**config.mk**
```make
export PLATFORM = sky130hd
export DESIGN_NAME = readout_top
export DESIGN_NICKNAME = d
export VERILOG_FILES = /design/src/hdl/readout_pkg.sv /design/src/hdl/readout_stream_if.sv /design/src/hdl/burst_serializer.sv /design/src/hdl/fill_framer.sv /design/src/hdl/link_tx_mux.sv /design/src/hdl/readout_top.sv
export VERILOG_INCLUDE_DIRS = /design/src /design/src/hdl
export SDC_FILE = /design/constraint.sdc
export NUM_CORES = 1
export LEC_CHECK = 0
export ABC_AREA = 1
export BUFFER_PORTS_ARGS = -buffer_cell sky130_fd_sc_hd__buf_2
export CORE_ASPECT_RATIO = 1.4
export CORE_MARGIN = 3
export CORE_UTILIZATION = 30
export DETAILED_ROUTE_END_ITERATION = 10
export SYNTH_ARGS = -nofsm -noshare
export SYNTH_HDL_FRONTEND = slang
export SYNTH_SLANG_ARGS = --single-unit
```
**constraint.sdc**
```tcl
create_clock -name clk125 -period 4.7 [get_ports clk125]
set_input_delay 0.94 -clock clk125 [delete_from_list [all_inputs] [get_ports clk125]]
set_output_delay 0.94 -clock clk125 [all_outputs]
set_load 0.01 [all_outputs]
```
**src/hdl/readout_macros.svh**
```systemverilog
`ifndef READOUT_MACROS_SVH
`define READOUT_MACROS_SVH

////////////////////////////////////////
// stream widths
////////////////////////////////////////
`define BURST_W           128  // one memory burst, header or samples
`define WORD_W            32   // one link word
`define WORDS_PER_BURST   4    // link words per burst

////////////////////////////////////////
// header fields
////////////////////////////////////////
`define FILL_NUM_W        24   // fill number
`define BURST_CNT_W       23   // data bursts in one fill

////////////////////////////////////////
// sample layout and sync depth
////////////////////////////////////////
`define SAMPLE_W          12   // adc sample bits
`define SAMPLES_PER_BURST 8    // 16-bit slots in one burst
`define SYNC_STAGES       2    // flops on the pause input

`endif

```
**src/hdl/readout_pkg.sv**
```systemverilog
`include "readout_macros.svh"

package readout_pkg;

  ////////////////////////////////////////
  // header view of a burst
  ////////////////////////////////////////
  typedef struct packed {
    logic [`FILL_NUM_W-1:0]  fill_num;      // sequence number of the fill
    logic [11:0]             channel_tag;   // channel id bits
    logic [`BURST_CNT_W-1:0] num_bursts;    // data bursts that follow
    logic [22:0]             waveform_num;  // waveform counter
    logic [45:0]             reserved;      // spare
  } fill_hdr_t;

  ////////////////////////////////////////
  // data view of a burst
  ////////////////////////////////////////
  typedef struct packed {
    logic                           ovr;     // adc over-range at this sample
    logic [16-`SAMPLE_W-2:0]        rsv;     // pad to 16 bits
    logic [`SAMPLE_W-1:0]           sample;  // raw adc code
  } adc_slot_t;

  typedef struct packed {
    adc_slot_t [`SAMPLES_PER_BURST-1:0] slot;  // slot 7 in the top bits
  } adc_bursts_t;

  // same 128 bits, read as header or as samples
  typedef union packed {
    fill_hdr_t   hdr;
    adc_bursts_t adc;
  } fill_burst_u;

endpackage

```
**src/hdl/readout_stream_if.sv**
```systemverilog
`timescale 1ns/1ps

// valid/ready stream, one word per transfer
interface readout_stream_if #(
  parameter int DATA_W = 32  // payload width
);

  logic              valid;  // source has a word
  logic              ready;  // sink takes it this edge
  logic              last;   // final word of a packet
  logic [DATA_W-1:0] data;   // payload

  modport source (
    output valid, last, data,
    input  ready
  );

  modport sink (
    input  valid, last, data,
    output ready
  );

endinterface

```
**src/hdl/burst_serializer.sv**
```systemverilog
`timescale 1ns/1ps
`include "readout_macros.svh"

module burst_serializer (
  input  logic             clk125,
  input  logic             arst_n,
  readout_stream_if.sink   fill_s,  // 128-bit bursts in
  readout_stream_if.source word_s   // 32-bit words out
);

  localparam logic [1:0] LAST_IDX = 2'(`WORDS_PER_BURST - 1);  // index of word four

  logic [`BURST_W-1:0] burst_buf;  // burst being sent
  logic                burst_lst;  // it closes the fill
  logic                buf_full;   // burst_buf holds words still due
  logic [1:0]          word_idx;   // 0 = most significant word
  logic                word_xfer;
  logic                last_word;

  assign last_word    = (word_idx == LAST_IDX);
  assign word_xfer    = word_s.valid & word_s.ready;
  assign fill_s.ready = ~buf_full | (word_xfer & last_word);  // reload as word four leaves

  assign word_s.valid = buf_full;
  assign word_s.data  = burst_buf[(LAST_IDX - word_idx) * `WORD_W +: `WORD_W];  // msw first
  assign word_s.last  = burst_lst & last_word;

  ////////////////////////////////////////
  // word sequencing
  ////////////////////////////////////////
  always_ff @(posedge clk125 or negedge arst_n) begin
    if (!arst_n) begin
      buf_full <= 1'b0;
      word_idx <= '0;
    end else if (fill_s.valid & fill_s.ready) begin
      buf_full <= 1'b1;  // new burst, restart at word 0
      word_idx <= '0;
    end else if (word_xfer) begin
      if (last_word) begin
        buf_full <= 1'b0;  // nothing behind it
      end
      word_idx <= word_idx + 1'b1;  // wraps to 0 after word four
    end
  end

  always_ff @(posedge clk125) begin
    if (fill_s.valid & fill_s.ready) begin
      burst_buf <= fill_s.data;
      burst_lst <= fill_s.last;
    end
  end

endmodule

```
**src/hdl/fill_framer.sv**
```systemverilog
`timescale 1ns/1ps
`include "readout_macros.svh"

module fill_framer
  import readout_pkg::*;
(
  input  logic                   clk125,
  input  logic                   arst_n,
  input  logic                   burst_valid,          // burst offered
  input  logic                   burst_is_hdr,         // burst is a fill header
  input  fill_burst_u            burst_data,
  output logic                   burst_ready,          // room in the output register
  input  logic [`FILL_NUM_W-1:0] initial_fill_num,     // first fill number to expect
  input  logic                   initial_fill_num_wr,  // load strobe for it
  output logic                   fill_seq_err,         // header out of sequence
  output logic                   adc_ovr_seen,         // forwarded burst had over-range
  readout_stream_if.source       fill_s                // 128-bit bursts to the serializer
);

  logic [`FILL_NUM_W-1:0]  fill_expect;  // next fill number in sequence
  logic [`BURST_CNT_W-1:0] bursts_left;  // data bursts still due in this fill
  logic                    take;         // burst accepted this edge
  logic                    take_hdr;
  logic                    take_dat;     // accepted and forwarded
  logic                    ovr_any;      // any slot over-range

  assign burst_ready = ~fill_s.valid | fill_s.ready;  // empty or draining
  assign take        = burst_valid & burst_ready;
  assign take_hdr    = take & burst_is_hdr;
  assign take_dat    = take & ~burst_is_hdr & (bursts_left != '0);  // no open fill, dropped

  always_comb begin
    ovr_any = 1'b0;
    for (int i = 0; i < `SAMPLES_PER_BURST; i++) begin
      ovr_any |= burst_data.adc.slot[i].ovr;  // or of the eight flags
    end
  end

  ////////////////////////////////////////
  // control and strobes
  ////////////////////////////////////////
  always_ff @(posedge clk125 or negedge arst_n) begin
    if (!arst_n) begin
      fill_s.valid <= 1'b0;
      fill_seq_err <= 1'b0;
      adc_ovr_seen <= 1'b0;
      fill_expect  <= '0;
      bursts_left  <= '0;
    end else begin
      fill_seq_err <= 1'b0;  // one-cycle strobes
      adc_ovr_seen <= 1'b0;
      if (fill_s.ready) begin
        fill_s.valid <= 1'b0;  // drained unless refilled below
      end
      if (take_hdr) begin
        fill_seq_err <= (burst_data.hdr.fill_num != fill_expect);
        bursts_left  <= burst_data.hdr.num_bursts;  // zero opens nothing
        fill_expect  <= burst_data.hdr.fill_num + 1'b1;  // resync on a skip
      end
      if (take_dat) begin
        fill_s.valid <= 1'b1;
        adc_ovr_seen <= ovr_any;
        bursts_left  <= bursts_left - 1'b1;
      end
      if (initial_fill_num_wr) begin
        fill_expect <= initial_fill_num;  // host write wins
      end
    end
  end

  // payload register
  always_ff @(posedge clk125) begin
    if (take_dat) begin
      fill_s.data <= burst_data;
      fill_s.last <= (bursts_left == 1);  // final burst of the fill
    end
  end

endmodule

```
**src/hdl/link_tx_mux.sv**
```systemverilog
`timescale 1ns/1ps
`include "readout_macros.svh"

module link_tx_mux (
  input  logic              clk125,
  input  logic              arst_n,
  input  logic              readout_pause,  // async, high holds the link
  input  logic              cmd_valid,      // command processor packet
  input  logic [`WORD_W-1:0] cmd_data,
  input  logic              cmd_last,
  output logic              cmd_ready,
  readout_stream_if.sink    word_s,         // fill words
  output logic              tx_valid,       // to the link transmitter
  output logic [`WORD_W-1:0] tx_data,
  output logic              tx_last,
  input  logic              tx_ready,
  output logic              fill_active     // link owned by the fill
);

  logic [`SYNC_STAGES-1:0] pause_sync;   // synchronizer chain
  logic                    paused;       // pause in force
  logic                    sel_fill;     // 0 = command source
  logic                    cmd_open;     // command packet mid-flight
  logic                    cmd_open_nxt;
  logic                    cmd_xfer;
  logic                    fill_xfer;

  assign paused = pause_sync[`SYNC_STAGES-1];

  ////////////////////////////////////////
  // 2:1 select, ready only to the owner
  ////////////////////////////////////////
  assign tx_valid     = ~paused & (sel_fill ? word_s.valid : cmd_valid);
  assign tx_data      = sel_fill ? word_s.data : cmd_data;
  assign tx_last      = sel_fill ? word_s.last : cmd_last;
  assign word_s.ready = sel_fill & tx_ready & ~paused;
  assign cmd_ready    = ~sel_fill & tx_ready & ~paused;

  assign cmd_xfer     = cmd_valid & cmd_ready;
  assign fill_xfer    = word_s.valid & word_s.ready;
  assign cmd_open_nxt = cmd_xfer ? ~cmd_last : cmd_open;  // open after a non-last word
  assign fill_active  = sel_fill;

  always_ff @(posedge clk125 or negedge arst_n) begin
    if (!arst_n) begin
      pause_sync <= '0;  // reads as running
      cmd_open   <= 1'b0;
      sel_fill   <= 1'b0;  // command source after reset
    end else begin
      pause_sync <= {pause_sync[`SYNC_STAGES-2:0], readout_pause};
      cmd_open   <= cmd_open_nxt;
      if (!sel_fill && word_s.valid && !cmd_open_nxt) begin
        sel_fill <= 1'b1;  // grab the link between command packets
      end else if (fill_xfer && word_s.last) begin
        sel_fill <= 1'b0;  // fill done, hand back
      end
    end
  end

endmodule

```
**src/hdl/readout_top.sv**
```systemverilog
`timescale 1ns/1ps
`include "readout_macros.svh"

module readout_top (
  input  logic                   clk125,
  input  logic                   arst_n,
  // memory bursts
  input  logic                   burst_valid,
  input  logic [`BURST_W-1:0]    burst_data,
  input  logic                   burst_is_hdr,         // header flag
  output logic                   burst_ready,
  // command processor packets
  input  logic                   cmd_valid,
  input  logic [`WORD_W-1:0]     cmd_data,
  input  logic                   cmd_last,
  output logic                   cmd_ready,
  // control
  input  logic                   readout_pause,        // async from the master
  input  logic [`FILL_NUM_W-1:0] initial_fill_num,
  input  logic                   initial_fill_num_wr,
  // link
  output logic                   tx_valid,
  output logic [`WORD_W-1:0]     tx_data,
  output logic                   tx_last,
  input  logic                   tx_ready,
  // status
  output logic                   fill_seq_err,
  output logic                   adc_ovr_seen,
  output logic                   fill_active
);

  readout_stream_if #(.DATA_W(`BURST_W)) fill_s ();  // framer to serializer
  readout_stream_if #(.DATA_W(`WORD_W))  word_s ();  // serializer to mux

  fill_framer fill_framer_inst (
    .clk125              (clk125),
    .arst_n              (arst_n),
    .burst_valid         (burst_valid),
    .burst_is_hdr        (burst_is_hdr),
    .burst_data          (burst_data),
    .burst_ready         (burst_ready),
    .initial_fill_num    (initial_fill_num),
    .initial_fill_num_wr (initial_fill_num_wr),
    .fill_seq_err        (fill_seq_err),
    .adc_ovr_seen        (adc_ovr_seen),
    .fill_s              (fill_s.source)
  );

  burst_serializer burst_serializer_inst (
    .clk125 (clk125),
    .arst_n (arst_n),
    .fill_s (fill_s.sink),
    .word_s (word_s.source)
  );

  link_tx_mux link_tx_mux_inst (
    .clk125        (clk125),
    .arst_n        (arst_n),
    .readout_pause (readout_pause),
    .cmd_valid     (cmd_valid),
    .cmd_data      (cmd_data),
    .cmd_last      (cmd_last),
    .cmd_ready     (cmd_ready),
    .word_s        (word_s.sink),
    .tx_valid      (tx_valid),
    .tx_data       (tx_data),
    .tx_last       (tx_last),
    .tx_ready      (tx_ready),
    .fill_active   (fill_active)
  );

endmodule

```
==> impl_metrics.py, run 1 <==
metrics = {
    "synthesis": {
        "synth_top_area_share_pct": 58.9,
        "ys_seq_area_share_pct": 69.7,
        "syn_area_sq_um": 13200,
        "synthArstFlopShare_pct": 18.1,
        "synth_nets": 1361,
        "yosys.area.top_type": "edfxtp_1",
        "synthCells": 1163,
        "yosys-top-cells-count": "edfxtp_1 (258), nor2_1 (226), nand2_1 (219)",
        "synthTopCellsByArea": "edfxtp_1 (59%), dfrtp_1 (11%), nor2_1 (6.4%), nand2_1 (6.2%), nand3_1 (2.8%)",
        "yosys.cell_count.top_type": "edfxtp_1",
        "ys_ff_latch": 315,
        "yosysWarningCount": 0,
        "synth_top_flop_cell": "edfxtp_1",
        "synth_edf_count": 258,
        "ys_types": 37,
        "syn_avg_cell_area_sq_um": 11.3,
    },
    "cells_and_area": {
        "fill_cells": 4246,
        "areaGrowthSynthToFinish_pct": 21.5,
        "drive_above_1_share_pct": 22.0,
        "stdcell_area_sq_um": 16000,
        "layout.nets": 1589,
    },
    "critical_path": {
        "crit_path_max_fanout": 65,
        "critPathRequiredTime_ns": 3.76,
        "regToRegSetupSlack_ns": 1.78,
        "r2r-end": "burst_serializer_inst.burst_buf[62]",
        "arrival_ns": 2.55,
        "cp-start-kind": "flop",
        "rr_startpoint": "burst_serializer_inst.word_idx[0]",
        "r2r_cells": 7,
        "crit_type": "reg -> out",
        "end_kind": "primary output",
    },
    "power": {
        "ir_worst_vdd_mv": 0.336,
        "p_per_area_nw_per_um2": 551,
        "power.total_uw": 8810,
        "p_leak_uw": 0.00625,
    },
    "timing": {
        "worst_slack_ns": 1.21,
        "relSlewSlack_pct": 20.7,
        "finalSetupViolations": 0,
        "worstMarginPinSlew_ns": 1.19,
        "hold_slack_ns": 0.352,
        "clock_skew_ns": 0.0104,
        "hold_viol_final": 0,
        "rsz0062_at_grt": "false",
        "min_period_over_period_pct": 74.2,
        "period_minus_slack_ns": 3.49,
        "setup_tns_ns": 0,
        "slew_viol_final": 0,
        "fmax_mhz": 287,
    },
    "hold_path": {
        "min_path_cells": 0,
        "hp-start": "link_tx_mux_inst.pause_sync[0]",
        "hold_path_end": "link_tx_mux_inst.pause_sync[1]",
        "hold_path_class": "reg -> reg",
    },
    "route": {
        "wl_per_cell_um": 18.1,
        "first_pass_iters": 5,
        "final_antenna_net_count": 0,
        "via_per_inst": 4.68,
        "vias": 9235,
        "wl_um": 35700,
        "drt-initial-drc-count": 615,
        "drc": 0,
    },
    "cts": {
        "cts.hold.buffers_added": 0,
        "cts_buffers": 31,
        "post_cts_buffers": 0,
        "cts_tree": "yes",
        "htreeDepth": 1,
        "clk_latency_ns": 0.55,
        "cts_resized": 0,
        "clock-sinks": 315,
        "cts.reportedPaths.clkPinSlew_ns": 0.06,
        "cts.path.max_buffers": 3,
        "root_buffer": "clkbuf_16",
    },
    "run": {
        "max_cap_violations": 0,
    },
    "grt": {
        "grt_remaining_overflow": 0,
        "grt_max_degree": 153,
        "grt_pass1_wl_um": 53300,
        "grt_use_total_pct": 14.9,
        "grt_pass1_vias": 9279,
        "antenna_found_initial": 9,
    },
    "die": {
        "initial_utilization_pct": 30.4,
        "die_area_sq_um": 46400,
        "die_w_um": 183,
        "die_h_um": 254,
        "core_region_area_sq_um": 43200,
        "rows": 90,
        "design.portCount": 232,
    },
    "placed_design": {
        "dp_hpwl_um": 25700,
        "dpl_cell_area_sq_um": 14900,
        "io_buffer_count": 231,
        "pre_cts_ws_ns": 1.70,
        "place_congestion": 0.865,
    },
    "outcome": {
        "outcome": "finished clean",
    },
}
-- metrics by stage --
stage / utilization, % / instances
after floorplan: - / 1163
after global placement: 34.4 / 1910
after global routing: 36.9 / 1971
final: 37.0 / 1975
after detailed placement: 34.4 / 1910
after CTS: 36.9 / 1967
-- worst max-delay path, stage by stage, from the launching register on --
cell	delay [ns]
dfrtp_2	0.40
inv_2	0.72
o21ai_0	0.44
a31oi_1	0.25
buf_2	0.15
-- cells by family (layout without fill, tap and decap cells) --
kind of cell,after synthesis,count (layout),share of synthesized area (%)
AO/OA/AOI/OAI,130,130,5.46
XOR/XNOR,45,45,3.00
adder cells (fa/ha/maj),5,5,0.476
buffers and inverters,109,361,3.51
flip-flops,315,315,69.7
other,0,8,0
AND/OR/NAND/NOR,559,559,17.8
-- layout make-up --
cell class              count  area [sq um]  share of cell area, %
clock buffers              35           791                   4.95
clock inverters            22           299                   1.87
repair buffers            237          1230                   7.67
multi-input cells         739          3520                   22.0
inverters                  67           256                   1.61
well taps                 552           691                   4.32
diodes                      8          20.0                  0.125
flip-flops and latches    315          9180                   57.4
-- placed cells by master, fill, tap and decap left out, types with 6 or more instances in the layout --
cell type and count:
edfxtp_1 258, nand2_1 219, dfrtp_1 55, clkinv_1 7
o21ai_1 12, nor2_1 226, o21ai_0 73, xnor2_1 24
nand3_2 7, clkbuf_16 31, nor3_1 7, nand4_1 7
nand3_1 74, diode_2 8, inv_1 61, bufinv_16 7
buf_2 231, a31oi_1 33, a21oi_1 6, xor2_1 21
-- worst max path at each step --
stage | from | to | slack, ns | depth (start not counted)
5_1_grt | burst_serializer_inst.word_idx[0] | tx_data[31] | 0.99 | 4
2_1_floorplan | tx_ready | burst_serializer_inst.burst_buf[0] | 0.33 | 6
6_report | burst_serializer_inst.word_idx[0] | tx_data[31] | 1.21 | 4
4_1_cts | burst_serializer_inst.word_idx[0] | tx_data[31] | 1.13 | 4
3_5_place_dp | burst_serializer_inst.word_idx[0] | burst_serializer_inst.burst_buf[42] | 1.70 | 7
3_3_place_gp | burst_serializer_inst.word_idx[0] | tx_data[31] | 1.78 | 4
-- state kept, by name, summed over array words and instances, names as in the netlist --
name,flops
burst_serializer_inst.burst_buf,128
burst_serializer_inst.burst_lst,1
burst_serializer_inst.word_idx,2
burst_serializer_inst.word_s.valid,1
fill_framer_inst.adc_ovr_seen,1
fill_framer_inst.bursts_left,23
fill_framer_inst.fill_expect,24
fill_framer_inst.fill_s.data,128
fill_framer_inst.fill_s.last,1
fill_framer_inst.fill_s.valid,1
fill_framer_inst.fill_seq_err,1
link_tx_mux_inst.cmd_open,1
link_tx_mux_inst.fill_active,1
link_tx_mux_inst.pause_sync,2
-- where the power goes --
part / leakage, uW / switching [uW] / internal, uW
logic: 0.00266 / 1540 / 741
registers: 0.00306 / 258 / 3610
clock network: 0.000527 / 1060 / 1600
total: 0.00625 / 2860 / 5950
-- routing by layer --
metal	global-route usage (%)	share of wire, %	vias to the layer above
li1	-	-	4435
met1	17.1	38	4458
met2	27.8	53	292
met3	2.46	5.5	50
met4	5.16	2.8	0
met5	0	0	-
No activity file was read; power rests on OpenSTA's default activity.
==> inputs of run 2 (changes only) <==
==> constraint.sdc (replaced) <==
create_clock -name clk125 -period 3.5 [get_ports clk125]
set_input_delay 0.7 -clock clk125 [delete_from_list [all_inputs] [get_ports clk125]]
set_output_delay 0.7 -clock clk125 [all_outputs]
set_load 0.01 [all_outputs]
==> impl_metrics.py, run 2 (same netlist as run 1, synthesis figures left out) <==
metrics = {
    "outcome": {
        "outcome": "finished clean",
    },
    "grt": {
        "antenna_found_initial": 5,
        "grt_max_degree": 126,
        "grt_pass1_vias": 9125,
        "grt_remaining_overflow": 0,
        "grt_use_total_pct": 14.7,
        "grt_pass1_wl_um": 52400,
    },
    "route": {
        "route.met3.wl_um": 1910,
        "wl_per_cell_um": 17.6,
        "drc": 0,
        "wl_met2_um": 18800,
        "vias": 9233,
        "wirelength_met1_um": 13300,
        "highest_layer": "met5",
        "final_antenna_net_count": 0,
        "via_per_inst": 4.65,
        "first_pass_iters": 7,
        "drt-initial-drc-count": 502,
        "wl_um": 34900,
    },
    "timing": {
        "period_minus_slack_ns": 3.14,
        "rsz0062_at_grt": "false",
        "worstMarginPinSlew_ns": 0.998,
        "relSlewSlack_pct": 33.4,
        "finalSetupViolations": 0,
        "slew_viol_final": 0,
        "hold_viol_final": 0,
        "setup_tns_ns": 0,
        "min_period_over_period_pct": 89.6,
        "worst_slack_ns": 0.365,
        "fmax_mhz": 319,
        "clock_skew_ns": 0.0267,
    },
    "critical_path": {
        "crit_path_max_fanout": 51,
        "crit_type": "reg -> out",
        "regToRegSetupSlack_ns": 1.06,
        "arrival_ns": 2.44,
        "rr_startpoint": "burst_serializer_inst.word_idx[1]",
        "cp-start-kind": "flop",
        "critPathRequiredTime_ns": 2.80,
        "r2r-end": "fill_framer_inst.fill_s.data[43]",
        "crit_path_start": "burst_serializer_inst.word_idx[0]",
        "crit_end": "tx_data[14]",
        "end_kind": "primary output",
        "r2r_cells": 7,
    },
    "cells_and_area": {
        "stdcell_area_sq_um": 16200,
        "layout.nets": 1603,
        "multiInputGateArea_sq_um": 3520,
        "fill_cells": 4286,
        "final_common_cell": "edfxtp_1",
        "top_regs": "burst_serializer_inst.burst_buf x128, fill_framer_inst.fill_s.data x128, fill_framer_inst.fill_expect x24",
        "drive_above_1_share_pct": 23.1,
        "final_cell_mix": "edfxtp_1 (258), buf_2 (231), nor2_1 (226), nand2_1 (219), nand3_1 (74)",
        "ff_latch_area_sq_um": 9180,
        "areaGrowthSynthToFinish_pct": 22.8,
    },
    "cts": {
        "clk_latency_ns": 0.53,
        "cts.hold.buffers_added": 0,
        "cts.path.max_buffers": 3,
        "cts_buffers": 34,
        "cts_tree": "yes",
        "post_cts_buffers": 0,
        "clock-sinks": 315,
        "cts.reportedPaths.clkPinSlew_ns": 0.07,
        "htreeDepth": 2,
        "root_buffer": "clkbuf_16",
        "cts_resized": 0,
    },
    "die": {
        "initial_utilization_pct": 30.4,
        "die_area_sq_um": 46400,
        "rows": 90,
        "design.portCount": 232,
        "core_region_area_sq_um": 43200,
        "die_w_um": 183,
        "die_h_um": 254,
    },
    "power": {
        "p_per_area_nw_per_um2": 746,
        "power.total_uw": 12100,
        "ir_worst_vdd_mv": 0.370,
        "p_leak_uw": 0.00635,
    },
    "hold_path": {
        "hold_path_class": "in -> async",
    },
    "placed_design": {
        "dpl_cell_area_sq_um": 15000,
        "pre_cts_ws_ns": 0.921,
        "dp_hpwl_um": 25900,
        "place_congestion": 0.871,
        "io_buffer_count": 231,
    },
    "run": {
        "max_cap_violations": 0,
    },
}
-- run 2: cell count changes in the layout (fill, tap and decap cells not counted), moves of 2 or more --
| cell | change |
|---|---|
| buf_4 | +10 |
| clkbuf_1 | -2 |
| clkinv_8 | +2 |
| clkinvlp_4 | +2 |
| clkbuf_16 | +3 |
| diode_2 | -6 |
-- run 2: cell type report --
cell class | instances | share of cell area [%]
diodes | 2 | 0.0310
inverters | 67 | 1.58
clock buffers | 36 | 5.31
repair buffers | 248 | 8.18
multi-input cells | 739 | 21.8
clock inverters | 26 | 2.04
flip-flops and latches | 315 | 56.8
well taps | 552 | 4.27
-- run 2: power breakdown --
group | total, uW | switching (uW) | leakage (uW) | internal, uW
Sequential | 5200 | 359 | 0.00306 | 4840
Combinational | 3060 | 2030 | 0.00271 | 1030
Clock | 3790 | 1520 | 0.000574 | 2260
Total | 12100 | 3910 | 0.00635 | 8140
-- run 2: worst min-delay path by stage --
stage                              startpoint                              end  slack, ns
2_1_floorplan  link_tx_mux_inst.pause_sync[0]   link_tx_mux_inst.pause_sync[1]       0.33
3_3_place_gp   link_tx_mux_inst.pause_sync[0]   link_tx_mux_inst.pause_sync[1]       0.33
3_5_place_dp   link_tx_mux_inst.pause_sync[0]   link_tx_mux_inst.pause_sync[1]       0.34
4_1_cts                                arst_n  fill_framer_inst.fill_expect[9]       0.23
5_1_grt                                arst_n  fill_framer_inst.fill_expect[9]       0.25
6_report                               arst_n  fill_framer_inst.fill_expect[9]       0.23
-- run 2: per-stage QoR --
| stage | hold WS [ns] | instances | utilization, % |
|---|---|---|---|
| after global routing | 0.247 | 1984 | 37.4 |
| after floorplan | 0.331 | 1163 | - |
| final | 0.226 | 1985 | 37.4 |
| after global placement | 0.334 | 1921 | 34.6 |
| after CTS | 0.234 | 1983 | 37.4 |
| after detailed placement | 0.336 | 1921 | 34.6 |
-- run 2: worst max-delay path, cell delays in order (launching register included) --
cell and delay (ns):
dfrtp_2 0.53, inv_2 0.23, buf_4 0.45, o21ai_0 0.28
a31oi_1 0.22, buf_2 0.16
-- run 2: layer usage --
layer / GRT usage, % / up-vias
li1: - / 4468
met1: 16.3 / 4448
met2: 28.1 / 259
met3: 2.76 / 56
met4: 4.88 / 2
met5: 0 / -
